[src/hw/dpath_pkg.sv]
/* Five-stage RISC-V datapath definitions
   Widths, reset vector, select and function codes, instruction word views */

`default_nettype none

package dpath_pkg;

  localparam int XLEN       = 32;  // Data word
  localparam int REG_ADDR_W = 5;   // Register specifier

  localparam logic [XLEN-1:0] RESET_VECTOR = 32'h0008_0000;

  // PC mux select
  localparam int PC_SEL_W = 2;
  localparam logic [PC_SEL_W-1:0] PM_P = 2'd0;  // PC+4
  localparam logic [PC_SEL_W-1:0] PM_B = 2'd1;  // Branch target

  // Operand 0 mux select
  localparam int OP0_SEL_W = 2;
  localparam logic [OP0_SEL_W-1:0] AM_RDAT = 2'd0;  // rs1 data
  localparam logic [OP0_SEL_W-1:0] AM_PC   = 2'd1;  // Decode PC
  localparam logic [OP0_SEL_W-1:0] AM_PC4  = 2'd2;  // Decode PC+4
  localparam logic [OP0_SEL_W-1:0] AM_0    = 2'd3;  // Constant 0

  // Operand 1 mux select
  localparam int OP1_SEL_W = 3;
  localparam logic [OP1_SEL_W-1:0] BM_RDAT   = 3'd0;  // rs2 data
  localparam logic [OP1_SEL_W-1:0] BM_SHAMT  = 3'd1;  // Zero-extended shift amount
  localparam logic [OP1_SEL_W-1:0] BM_IMM_U  = 3'd2;
  localparam logic [OP1_SEL_W-1:0] BM_IMM_SB = 3'd3;
  localparam logic [OP1_SEL_W-1:0] BM_IMM_I  = 3'd4;
  localparam logic [OP1_SEL_W-1:0] BM_IMM_S  = 3'd5;
  localparam logic [OP1_SEL_W-1:0] BM_0      = 3'd6;  // Constant 0

  // ALU function
  localparam int ALU_FN_W = 4;
  localparam logic [ALU_FN_W-1:0] ALU_ADD = 4'd0;
  localparam logic [ALU_FN_W-1:0] ALU_SUB = 4'd1;
  localparam logic [ALU_FN_W-1:0] ALU_SLL = 4'd2;
  localparam logic [ALU_FN_W-1:0] ALU_OR  = 4'd3;
  localparam logic [ALU_FN_W-1:0] ALU_LT  = 4'd4;   // Signed set-less-than
  localparam logic [ALU_FN_W-1:0] ALU_LTU = 4'd5;   // Unsigned set-less-than
  localparam logic [ALU_FN_W-1:0] ALU_AND = 4'd6;
  localparam logic [ALU_FN_W-1:0] ALU_XOR = 4'd7;
  localparam logic [ALU_FN_W-1:0] ALU_NOR = 4'd8;
  localparam logic [ALU_FN_W-1:0] ALU_SRL = 4'd9;
  localparam logic [ALU_FN_W-1:0] ALU_SRA = 4'd10;

  // Load extension select
  localparam int DMM_SEL_W = 3;
  localparam logic [DMM_SEL_W-1:0] DMM_W  = 3'd0;  // Full word
  localparam logic [DMM_SEL_W-1:0] DMM_B  = 3'd1;  // Byte, sign-extended
  localparam logic [DMM_SEL_W-1:0] DMM_BU = 3'd2;  // Byte, zero-extended
  localparam logic [DMM_SEL_W-1:0] DMM_H  = 3'd3;  // Halfword, sign-extended
  localparam logic [DMM_SEL_W-1:0] DMM_HU = 3'd4;  // Halfword, zero-extended

  // Writeback select
  localparam logic WM_ALU = 1'b0;
  localparam logic WM_MEM = 1'b1;

  // One instruction word, two decodings
  typedef union packed {
    struct packed {        // Register view
      logic [6:0] funct7;
      logic [4:0] rs2;     // Doubles as shamt
      logic [4:0] rs1;
      logic [2:0] funct3;
      logic [4:0] rd;
      logic [6:0] opcode;
    } r;
    struct packed {        // Immediate bit groups
      logic       sign;    // inst[31]
      logic [5:0] hi6;     // inst[30:25]
      logic [3:0] mid4;    // inst[24:21]
      logic       b20;     // inst[20]
      logic [7:0] b19_12;  // inst[19:12]
      logic [3:0] lo4;     // inst[11:8]
      logic       b7;      // inst[7]
      logic [6:0] opcode;
    } imm;
  } inst_t;

endpackage

`default_nettype wire

[src/hw/core_dpath.sv]
/* Five-stage RISC-V integer datapath
   Chains fetch, decode, execute and memory stages around the register file */

`default_nettype none

module core_dpath (
  input  wire logic                            clk,
  input  wire logic                            reset,
  input  wire logic                            stall_f,
  input  wire logic                            stall_d,
  input  wire logic                            stall_x,
  input  wire logic                            stall_m,
  input  wire logic                            stall_w,
  input  wire logic [dpath_pkg::PC_SEL_W-1:0]   pc_mux_sel,
  input  wire logic [dpath_pkg::XLEN-1:0]       inst_d,
  input  wire logic [dpath_pkg::OP0_SEL_W-1:0]  op0_sel,
  input  wire logic [dpath_pkg::OP1_SEL_W-1:0]  op1_sel,
  input  wire logic [dpath_pkg::ALU_FN_W-1:0]   alu_fn,
  input  wire logic [dpath_pkg::XLEN-1:0]       dmemresp_msg_data,
  input  wire logic [dpath_pkg::DMM_SEL_W-1:0]  dmemresp_sel,
  input  wire logic                            wb_sel,
  input  wire logic                            rf_wen_w,
  input  wire logic [dpath_pkg::REG_ADDR_W-1:0] rf_waddr_w,
  output logic      [dpath_pkg::XLEN-1:0]       imemreq_msg_addr,
  output logic      [dpath_pkg::XLEN-1:0]       dmemreq_msg_addr,
  output logic      [dpath_pkg::XLEN-1:0]       dmemreq_msg_data,
  output logic                                 branch_cond_eq_x,
  output logic                                 branch_cond_ne_x,
  output logic                                 branch_cond_lt_x,
  output logic                                 branch_cond_ltu_x,
  output logic                                 branch_cond_ge_x,
  output logic                                 branch_cond_geu_x,
  output logic      [dpath_pkg::XLEN-1:0]       proc2csr_data_w
);

  import dpath_pkg::*;

  // Stage-to-stage wires
  logic [XLEN-1:0]       pc_f, pc_plus4_f;
  logic [REG_ADDR_W-1:0] rf_raddr0, rf_raddr1;
  logic [XLEN-1:0]       rf_rdata0, rf_rdata1;
  logic [XLEN-1:0]       op0_x, op1_x, wdata_x, branch_targ_x;
  logic [XLEN-1:0]       execute_m;
  logic [XLEN-1:0]       wb_w;

  fetch_stage u_fetch (
    .clk, .reset, .stall_f, .pc_mux_sel, .branch_targ_x,
    .imemreq_msg_addr, .pc_f, .pc_plus4_f
  );

  decode_stage u_decode (
    .clk, .reset, .stall_d, .stall_x, .pc_f, .pc_plus4_f, .inst_d,
    .op0_sel, .op1_sel, .rf_rdata0, .rf_rdata1,
    .rf_raddr0, .rf_raddr1, .op0_x, .op1_x, .wdata_x, .branch_targ_x
  );

  // Write port driven from writeback and the controller
  regfile u_regfile (
    .clk,
    .raddr0 (rf_raddr0),
    .raddr1 (rf_raddr1),
    .waddr  (rf_waddr_w),
    .wen    (rf_wen_w),
    .wdata  (wb_w),
    .rdata0 (rf_rdata0),
    .rdata1 (rf_rdata1)
  );

  execute_stage u_execute (
    .clk, .reset, .stall_m, .alu_fn, .op0_x, .op1_x, .wdata_x,
    .branch_cond_eq_x, .branch_cond_ne_x, .branch_cond_lt_x,
    .branch_cond_ltu_x, .branch_cond_ge_x, .branch_cond_geu_x,
    .dmemreq_msg_addr, .dmemreq_msg_data, .execute_m
  );

  memory_stage u_memory (
    .clk, .reset, .stall_w, .dmemresp_msg_data, .dmemresp_sel, .wb_sel,
    .execute_m, .wb_w
  );

  assign proc2csr_data_w = wb_w;  // CSR write data

endmodule

`default_nettype wire

[src/hw/decode_stage.sv]
/* Decode stage
   Field and immediate decode, operand muxes, branch target, execute registers */

`default_nettype none

module decode_stage (
  input  wire logic                            clk,
  input  wire logic                            reset,
  input  wire logic                            stall_d,
  input  wire logic                            stall_x,
  input  wire logic [dpath_pkg::XLEN-1:0]       pc_f,
  input  wire logic [dpath_pkg::XLEN-1:0]       pc_plus4_f,
  input  wire logic [dpath_pkg::XLEN-1:0]       inst_d,
  input  wire logic [dpath_pkg::OP0_SEL_W-1:0]  op0_sel,
  input  wire logic [dpath_pkg::OP1_SEL_W-1:0]  op1_sel,
  input  wire logic [dpath_pkg::XLEN-1:0]       rf_rdata0,
  input  wire logic [dpath_pkg::XLEN-1:0]       rf_rdata1,
  output logic      [dpath_pkg::REG_ADDR_W-1:0] rf_raddr0,
  output logic      [dpath_pkg::REG_ADDR_W-1:0] rf_raddr1,
  output logic      [dpath_pkg::XLEN-1:0]       op0_x,
  output logic      [dpath_pkg::XLEN-1:0]       op1_x,
  output logic      [dpath_pkg::XLEN-1:0]       wdata_x,
  output logic      [dpath_pkg::XLEN-1:0]       branch_targ_x
);

  import dpath_pkg::*;

  logic [XLEN-1:0] pc_d;        // Decode PC
  logic [XLEN-1:0] pc_plus4_d;
  inst_t           inst;
  logic [XLEN-1:0] shamt;
  logic [XLEN-1:0] imm_i;
  logic [XLEN-1:0] imm_s;
  logic [XLEN-1:0] imm_sb;
  logic [XLEN-1:0] imm_u;
  logic [XLEN-1:0] op0_d;       // Operand mux outputs
  logic [XLEN-1:0] op1_d;

  //--------------------------------------------------------------------------
  // Decode PC registers
  //--------------------------------------------------------------------------

  always_ff @(posedge clk) begin
    if (reset) begin
      pc_d       <= '0;
      pc_plus4_d <= '0;
    end else if (!stall_d) begin
      pc_d       <= pc_f;
      pc_plus4_d <= pc_plus4_f;
    end
  end

  //--------------------------------------------------------------------------
  // Field and immediate decode
  //--------------------------------------------------------------------------

  assign inst      = inst_d;
  assign rf_raddr0 = inst.r.rs1;
  assign rf_raddr1 = inst.r.rs2;
  assign shamt     = {{(XLEN-REG_ADDR_W){1'b0}}, inst.r.rs2};  // Zero-extended

  // Sign bit is always inst[31]
  assign imm_i  = {{21{inst.imm.sign}}, inst.imm.hi6, inst.imm.mid4, inst.imm.b20};
  assign imm_s  = {{21{inst.imm.sign}}, inst.imm.hi6, inst.imm.lo4, inst.imm.b7};
  assign imm_sb = {{20{inst.imm.sign}}, inst.imm.b7, inst.imm.hi6, inst.imm.lo4, 1'b0};
  assign imm_u  = {inst.imm.sign, inst.imm.hi6, inst.imm.mid4, inst.imm.b20,
                   inst.imm.b19_12, 12'b0};  // Upper 20 bits

  // Operand muxes
  always_comb begin
    op0_d = '0;
    case (op0_sel)
      AM_RDAT: op0_d = rf_rdata0;
      AM_PC:   op0_d = pc_d;
      AM_PC4:  op0_d = pc_plus4_d;
      AM_0:    op0_d = '0;
    endcase
  end

  always_comb begin
    case (op1_sel)
      BM_RDAT:   op1_d = rf_rdata1;
      BM_SHAMT:  op1_d = shamt;
      BM_IMM_U:  op1_d = imm_u;
      BM_IMM_SB: op1_d = imm_sb;
      BM_IMM_I:  op1_d = imm_i;
      BM_IMM_S:  op1_d = imm_s;
      BM_0:      op1_d = '0;
      default:   op1_d = '0;  // Code 7 unused
    endcase
  end

  //--------------------------------------------------------------------------
  // Execute registers
  //--------------------------------------------------------------------------

  always_ff @(posedge clk) begin
    if (reset) begin
      op0_x         <= '0;
      op1_x         <= '0;
      wdata_x       <= '0;
      branch_targ_x <= '0;
    end else if (!stall_x) begin
      op0_x         <= op0_d;
      op1_x         <= op1_d;
      wdata_x       <= rf_rdata1;      // Store data is rs2
      branch_targ_x <= pc_d + imm_sb;  // Single register stage to fetch
    end
  end

endmodule

`default_nettype wire

[src/hw/execute_stage.sv]
/* Execute stage
   ALU, branch condition flags, data-memory request and memory-stage register */

`default_nettype none

module execute_stage (
  input  wire logic                          clk,
  input  wire logic                          reset,
  input  wire logic                          stall_m,
  input  wire logic [dpath_pkg::ALU_FN_W-1:0] alu_fn,
  input  wire logic [dpath_pkg::XLEN-1:0]     op0_x,
  input  wire logic [dpath_pkg::XLEN-1:0]     op1_x,
  input  wire logic [dpath_pkg::XLEN-1:0]     wdata_x,
  output logic                               branch_cond_eq_x,
  output logic                               branch_cond_ne_x,
  output logic                               branch_cond_lt_x,
  output logic                               branch_cond_ltu_x,
  output logic                               branch_cond_ge_x,
  output logic                               branch_cond_geu_x,
  output logic      [dpath_pkg::XLEN-1:0]     dmemreq_msg_addr,
  output logic      [dpath_pkg::XLEN-1:0]     dmemreq_msg_data,
  output logic      [dpath_pkg::XLEN-1:0]     execute_m
);

  import dpath_pkg::*;

  logic [4:0]      shamt;    // Low bits of operand 1
  logic [XLEN-1:0] alu_out;

  //--------------------------------------------------------------------------
  // ALU
  //--------------------------------------------------------------------------

  assign shamt = op1_x[4:0];

  always_comb begin
    case (alu_fn)
      ALU_ADD: alu_out = op0_x + op1_x;
      ALU_SUB: alu_out = op0_x - op1_x;
      ALU_SLL: alu_out = op0_x << shamt;
      ALU_OR:  alu_out = op0_x | op1_x;
      ALU_LT:  alu_out = {{(XLEN-1){1'b0}}, $signed(op0_x) < $signed(op1_x)};
      ALU_LTU: alu_out = {{(XLEN-1){1'b0}}, op0_x < op1_x};
      ALU_AND: alu_out = op0_x & op1_x;
      ALU_XOR: alu_out = op0_x ^ op1_x;
      ALU_NOR: alu_out = ~(op0_x | op1_x);
      ALU_SRL: alu_out = op0_x >> shamt;
      ALU_SRA: alu_out = $unsigned($signed(op0_x) >>> shamt);  // Sign fill
      default: alu_out = '0;
    endcase
  end

  // Branch conditions back to the controller
  assign branch_cond_eq_x  = (op0_x == op1_x);
  assign branch_cond_ne_x  = (op0_x != op1_x);
  assign branch_cond_lt_x  = ($signed(op0_x) <  $signed(op1_x));
  assign branch_cond_ltu_x = (op0_x <  op1_x);
  assign branch_cond_ge_x  = ($signed(op0_x) >= $signed(op1_x));
  assign branch_cond_geu_x = (op0_x >= op1_x);

  // Memory request leaves in X, response returns in M
  assign dmemreq_msg_addr = alu_out;  // Effective address
  assign dmemreq_msg_data = wdata_x;

  //--------------------------------------------------------------------------
  // Memory-stage register
  //--------------------------------------------------------------------------

  always_ff @(posedge clk) begin
    if (reset) begin
      execute_m <= '0;
    end else if (!stall_m) begin
      execute_m <= alu_out;
    end
  end

endmodule

`default_nettype wire

[src/hw/fetch_stage.sv]
/* Fetch stage
   Next-PC mux, fetch PC register and instruction-memory address */

`default_nettype none

module fetch_stage (
  input  wire logic                          clk,
  input  wire logic                          reset,
  input  wire logic                          stall_f,
  input  wire logic [dpath_pkg::PC_SEL_W-1:0] pc_mux_sel,
  input  wire logic [dpath_pkg::XLEN-1:0]     branch_targ_x,  // From execute registers
  output logic      [dpath_pkg::XLEN-1:0]     imemreq_msg_addr,
  output logic      [dpath_pkg::XLEN-1:0]     pc_f,
  output logic      [dpath_pkg::XLEN-1:0]     pc_plus4_f
);

  import dpath_pkg::*;

  logic [XLEN-1:0] pc_mux_out;  // Next PC

  //--------------------------------------------------------------------------
  // PC select
  //--------------------------------------------------------------------------

  always_comb begin
    case (pc_mux_sel)
      PM_P:    pc_mux_out = pc_plus4_f;
      PM_B:    pc_mux_out = branch_targ_x;
      default: pc_mux_out = RESET_VECTOR;  // Unused codes restart
    endcase
  end

  // Request goes out in the select cycle
  assign imemreq_msg_addr = reset ? RESET_VECTOR : pc_mux_out;

  //--------------------------------------------------------------------------
  // Fetch PC
  //--------------------------------------------------------------------------

  always_ff @(posedge clk) begin
    if (reset) begin
      pc_f <= RESET_VECTOR;
    end else if (!stall_f) begin
      pc_f <= pc_mux_out;
    end
  end

  assign pc_plus4_f = pc_f + XLEN'(4);  // Sequential successor

endmodule

`default_nettype wire

[src/hw/memory_stage.sv]
/* Memory stage
   Load extension, writeback select and writeback register */

`default_nettype none

module memory_stage (
  input  wire logic                           clk,
  input  wire logic                           reset,
  input  wire logic                           stall_w,
  input  wire logic [dpath_pkg::XLEN-1:0]      dmemresp_msg_data,
  input  wire logic [dpath_pkg::DMM_SEL_W-1:0] dmemresp_sel,
  input  wire logic                           wb_sel,
  input  wire logic [dpath_pkg::XLEN-1:0]      execute_m,
  output logic      [dpath_pkg::XLEN-1:0]      wb_w
);

  import dpath_pkg::*;

  logic [XLEN-1:0] load_data;  // Extended response
  logic [XLEN-1:0] wb_m;

  // Subword data sits in the low bits
  always_comb begin
    case (dmemresp_sel)
      DMM_W:   load_data = dmemresp_msg_data;
      DMM_B:   load_data = {{24{dmemresp_msg_data[7]}}, dmemresp_msg_data[7:0]};
      DMM_BU:  load_data = {24'b0, dmemresp_msg_data[7:0]};
      DMM_H:   load_data = {{16{dmemresp_msg_data[15]}}, dmemresp_msg_data[15:0]};
      DMM_HU:  load_data = {16'b0, dmemresp_msg_data[15:0]};
      default: load_data = '0;
    endcase
  end

  assign wb_m = (wb_sel == WM_MEM) ? load_data : execute_m;

  //--------------------------------------------------------------------------
  // Writeback register
  //--------------------------------------------------------------------------

  always_ff @(posedge clk) begin
    if (reset) begin
      wb_w <= '0;
    end else if (!stall_w) begin
      wb_w <= wb_m;  // Feeds regfile and CSR data
    end
  end

endmodule

`default_nettype wire

[src/hw/regfile.sv]
/* Integer register file
   Two combinational reads, one clocked write, x0 reads zero */

`default_nettype none

module regfile (
  input  wire logic                            clk,
  input  wire logic [dpath_pkg::REG_ADDR_W-1:0] raddr0,
  input  wire logic [dpath_pkg::REG_ADDR_W-1:0] raddr1,
  input  wire logic [dpath_pkg::REG_ADDR_W-1:0] waddr,
  input  wire logic                            wen,
  input  wire logic [dpath_pkg::XLEN-1:0]       wdata,
  output logic      [dpath_pkg::XLEN-1:0]       rdata0,
  output logic      [dpath_pkg::XLEN-1:0]       rdata1
);

  import dpath_pkg::*;

  logic [XLEN-1:0] regs [2**REG_ADDR_W];  // No reset on the array

  // Write at end of writeback cycle
  always_ff @(posedge clk) begin
    if (wen) begin
      regs[waddr] <= wdata;  // x0 may be written, never read back
    end
  end

  // No bypass from the write port
  assign rdata0 = (raddr0 == '0) ? '0 : regs[raddr0];
  assign rdata1 = (raddr1 == '0) ? '0 : regs[raddr1];

endmodule

`default_nettype wire

[config.mk]
export PLATFORM = sky130hd
export DESIGN_NAME = core_dpath
export DESIGN_NICKNAME = d
export VERILOG_FILES = /design/src/hw/dpath_pkg.sv /design/src/hw/core_dpath.sv /design/src/hw/decode_stage.sv /design/src/hw/execute_stage.sv /design/src/hw/fetch_stage.sv /design/src/hw/memory_stage.sv /design/src/hw/regfile.sv
export SDC_FILE = /design/constraint.sdc
export NUM_CORES = 2
export LEC_CHECK = 0
export ABC_CLOCK_PERIOD_IN_PS = 4400
export BUFFER_PORTS_ARGS = -buffer_cell sky130_fd_sc_hd__clkbuf_2
export CORE_AREA = 2 2 533 535
export DETAILED_ROUTE_END_ITERATION = 16
export DIE_AREA = 0 0 535 537
export PLACE_DENSITY = 0.37
export SYNTH_ARGS = -nofsm -noshare
export SYNTH_HDL_FRONTEND = slang
export SYNTH_SLANG_ARGS = --single-unit
[constraint.sdc]
create_clock -name clk -period 4.4 [get_ports clk]
set_input_delay 0.44 -clock clk [delete_from_list [all_inputs] [get_ports clk]]
set_output_delay 0.44 -clock clk [all_outputs]
set_load 0.02 [all_outputs]
==> metrics.md <==
| Metric | Value |
|---|---|
| Status | finished, violations left |
| Failing checks | negative setup slack |
| Cell family with most CP delay | compound AO/OA/AOI/OAI gates |
| Clk_lat worst skew | 860 ps |
| Worst Slack Setup Final | -131.4 ps |
| Routability Congestion | 0.9301 |
| Die X-Extent | approximately 540 um |
| Post-DP HPWL | 212500 um |
| Crit path max fanout | 4 |
| Setup CP Type | reg -> out |
| Hold slack | 42.57 ps |
| # IOs | approximately 230 |
| Initial DRC Count | between 4000 and 5000 |
| Syn Inst Count | 5452 |
| Final setup fails | 10 |
| Yosys top cell area share | between 40% and 50% |
| Worst path max stage delay | 370 ps |
| Pwr dens | about 380 nW/um^2 |
| Site row count | 195 |
| Buffers added on ports | 218 |
| DR WL/cell | 32.59 um |
| Clock Skew | approximately 100 ps |
| Largest net degree at the start of global routing | approximately 120 |
| Seq cells post-synth | roughly 1300 |
| Vias in the first global route | 51419 |
| Total gr overflow | 0 |
| Final net count | 6081 |
| Clock Sink Count | 1310 |
| CP arrival | 4090 ps |
| YS warnings | 0 |
| First-pass GRT wire length | 434000 um |
| Vias/cell | 5.286 |
| Final wirelength | around 320000 um |
| Worst Setup End Kind | primary output |
| Buf+Inv Stages, Crit Path | 6 |
| Top FF cell, synth | edfxtp_1 |
| Leakage | between 20 and 30 nW |
| Core area | 281300 um^2 |
| Tot Pwr | 0.03236 W |
| MaxCap Viol Count | 0 |
| Syn_area_per_cell | 12.86 um^2 |
| Worst slew pin tran | 1234 ps |
| Initial core utilization | 24.92% |
| Initial antenna violation count | 22 |
| Area delta synth->final | 21.54% |
| Clk pin slew, worst setup/hold paths | 60 ps |
| Layout fillers | 28439 |
| Via count | 51449 |
| Synth Net Count | approximately 5700 |
| Max Clock Freq | 220.7 MHz |
| Share of layout cells above drive strength 1 | 27.49% |
| TritonCTS clock tree | built |
| Unrepaired setup endpoints after global routing | yes |
| Post-synth EDFFs | 1024 |
| CP startpoint kind | flop |
| Cell with the most instances after synthesis | edfxtp_1 |
| Mapped cell area | 70110 um^2 |
| Most frequent cells after synthesis | edfxtp_1, nor2_1, mux4_2, mux2i_1, a21oi_1 |
| Final Max Tran Viols | 0 |
| Fin crit period | 4531 ps |
| Leading cell types by total area after synthesis | edfxtp_1, mux4_2, dfxtp_1, mux2i_1, nor2_1 |
| Slew headroom | 17.65% |
| Residual DRC count | 0 |
| Required @ worst endpoint | 3960 ps |
| Die Area | 287300 um^2 |
| Maximum vdd ir drop | approximately 0.28 mV |
| Period utilization | 103.0% |
| Worst min path class | in -> reg |
| Synth unique cells | 96 |
| GR Util All Layers | between 20% and 30% |
| # H-tree levels | 4 |
| Critical path cell sequence | buf_6 -> ha_4 -> inv_2 -> fa_2 -> nor2b_1 -> o21a_1 -> o21ai_4 -> a211oi_4 -> a311o_2 -> buf_4 -> buf_6 -> a31oi_2 -> o221ai_2 -> mux2i_1 -> o211ai_1 -> buf_4 -> clkbuf_8 |
| Clock Tree Buf Depth | 4 |
| DRT Pass-1 Iters | 6 |
| Worst-path cell with the longest stage delay | fa_2 |
| Seq/Total Area, Yosys | 52.02% |
| Leading area contributor after synthesis | edfxtp_1 |
| Total CTS buffers | 172 |
| Asr flop ratio synth | 0% |
| Layout Utilization | 30.29% |
| Hold Vio Cnt, Final | 0 |
| Pre-CTS setup slack | 212.6 ps |
| Root Buffer | clkbuf_16 |
| Die Y | about 540 um |
| ANT nets after route | 0 |
==> repair_timing <==
item / in CTS / in global routing
pin swaps: 55 / 39
hold buffers: 3 / 0
gates resized for setup: 172 / 91
endpoints found under the hold margin: 15 / 0
endpoints found under the setup margin: 34 / 31
cloned: 3 / 0
setup buffers: 35 / 12
==> cell families (layout without fill, tap and decap cells) <==
group                    count (synthesis)  after routing  share of synthesized area (%)
adder cells (fa/ha/maj)                136            136                          2.459
multiplexers                           925            925                          22.30
other                                    0              7                              0
flip-flops                            1310           1310                          52.02
AO/OA/AOI/OAI                         1205           1205                          11.46
buffers and inverters                  574           1105                          3.228
AND/OR/NAND/NOR                       1223           1223                          7.547
XOR/XNOR                                79             79                         0.9868
==> where the power goes <==
part | switching (W) | internal, W
clock network | 0.00562 | 0.00829
registers | 0.000145 | 0.0135
logic | 0.00304 | 0.00177
total | 0.00881 | 0.0235
==> cells in the final DEF, fill, tap and decap left out, drive strengths merged, types with 44 or more instances in the layout <==
| cell | n |
|---|---|
| a211oi | 52 |
| a21o | 54 |
| a21oi | 375 |
| a221oi | 126 |
| a22oi | 56 |
| buf | 454 |
| clkbuf | 423 |
| clkinv | 55 |
| dfxtp | 286 |
| edfxtp | 1024 |
| ha | 133 |
| inv | 147 |
| mux2i | 401 |
| mux4 | 508 |
| nand2 | 317 |
| nand2b | 44 |
| nand3 | 109 |
| nor2 | 568 |
| nor3 | 55 |
| o211ai | 78 |
| o21ai | 194 |
| xnor2 | 51 |
==> worst paths after layout <==
kind | start | endpoint | slack [ps] | cells after the start
worst min register to register | u_execute.execute_m[9] | u_execute.execute_m[9] | 470 | 2
worst max-delay path | u_decode.op0_x[0] | dmemreq_msg_addr[24] | -130 | 17
worst min-delay path | dmemresp_msg_data[2] | u_memory.wb_w[2] | 40 | 5
worst max register to register | u_decode.pc_plus4_d[1] | u_decode.branch_targ_x[31] | 750 | 13
==> routing by layer <==
metal	part of all wire, %	global-route usage (%)
met1	43	28.82
met2	47	35.10
met3	5.9	3.679
met4	4.0	7.857
met5	0.0041	0
==> stage by stage <==
stage,TNS [ps],instance area (um^2),std cells
after global routing,-2871,85210,9731
final,-738.2,85220,9733
after floorplan,0,70130,5452
after CTS,-1151,84740,9714
after global placement,0,78210,9371
after detailed placement,0,78210,9371
==> final cells by class <==
class                   count  area [um^2]  share of cell area (%)
flip-flops and latches   1310        36530                   42.86
multi-input cells        3568        32530                   38.17
repair buffers            657         5473                   6.422
well taps                3743         4683                   5.496
clock buffers             226         4618                   5.419
clock inverters            78        810.8                  0.9514
inverters                 144        558.0                  0.6548
diodes                      7        17.52                 0.02055
==> sequential cells by signal (all words and copies together) (netlist names) <==
| signal | cells |
|---|---|
| u_regfile.regs | 1024 |
| u_decode.branch_targ_x | 32 |
| u_decode.op0_x | 32 |
| u_decode.op1_x | 32 |
| u_decode.pc_plus4_d | 32 |
| u_decode.wdata_x | 32 |
| u_execute.execute_m | 32 |
| u_fetch.pc_f | 32 |
| u_memory.wb_w | 32 |
| u_decode.pc_d | 30 |
==> worst reg2reg max path, delay by kind of cell, from the launching register on <==
| family | cells | cell delay [ps] |
|---|---|---|
| buf+inv | 2 | 230 |
| fa+ha+maj | 2 | 640 |
| compound gates | 7 | 1950 |
| flops | 1 | 350 |
| simple gates | 2 | 370 |
Note: power is estimated with default switching activity, not from simulation.
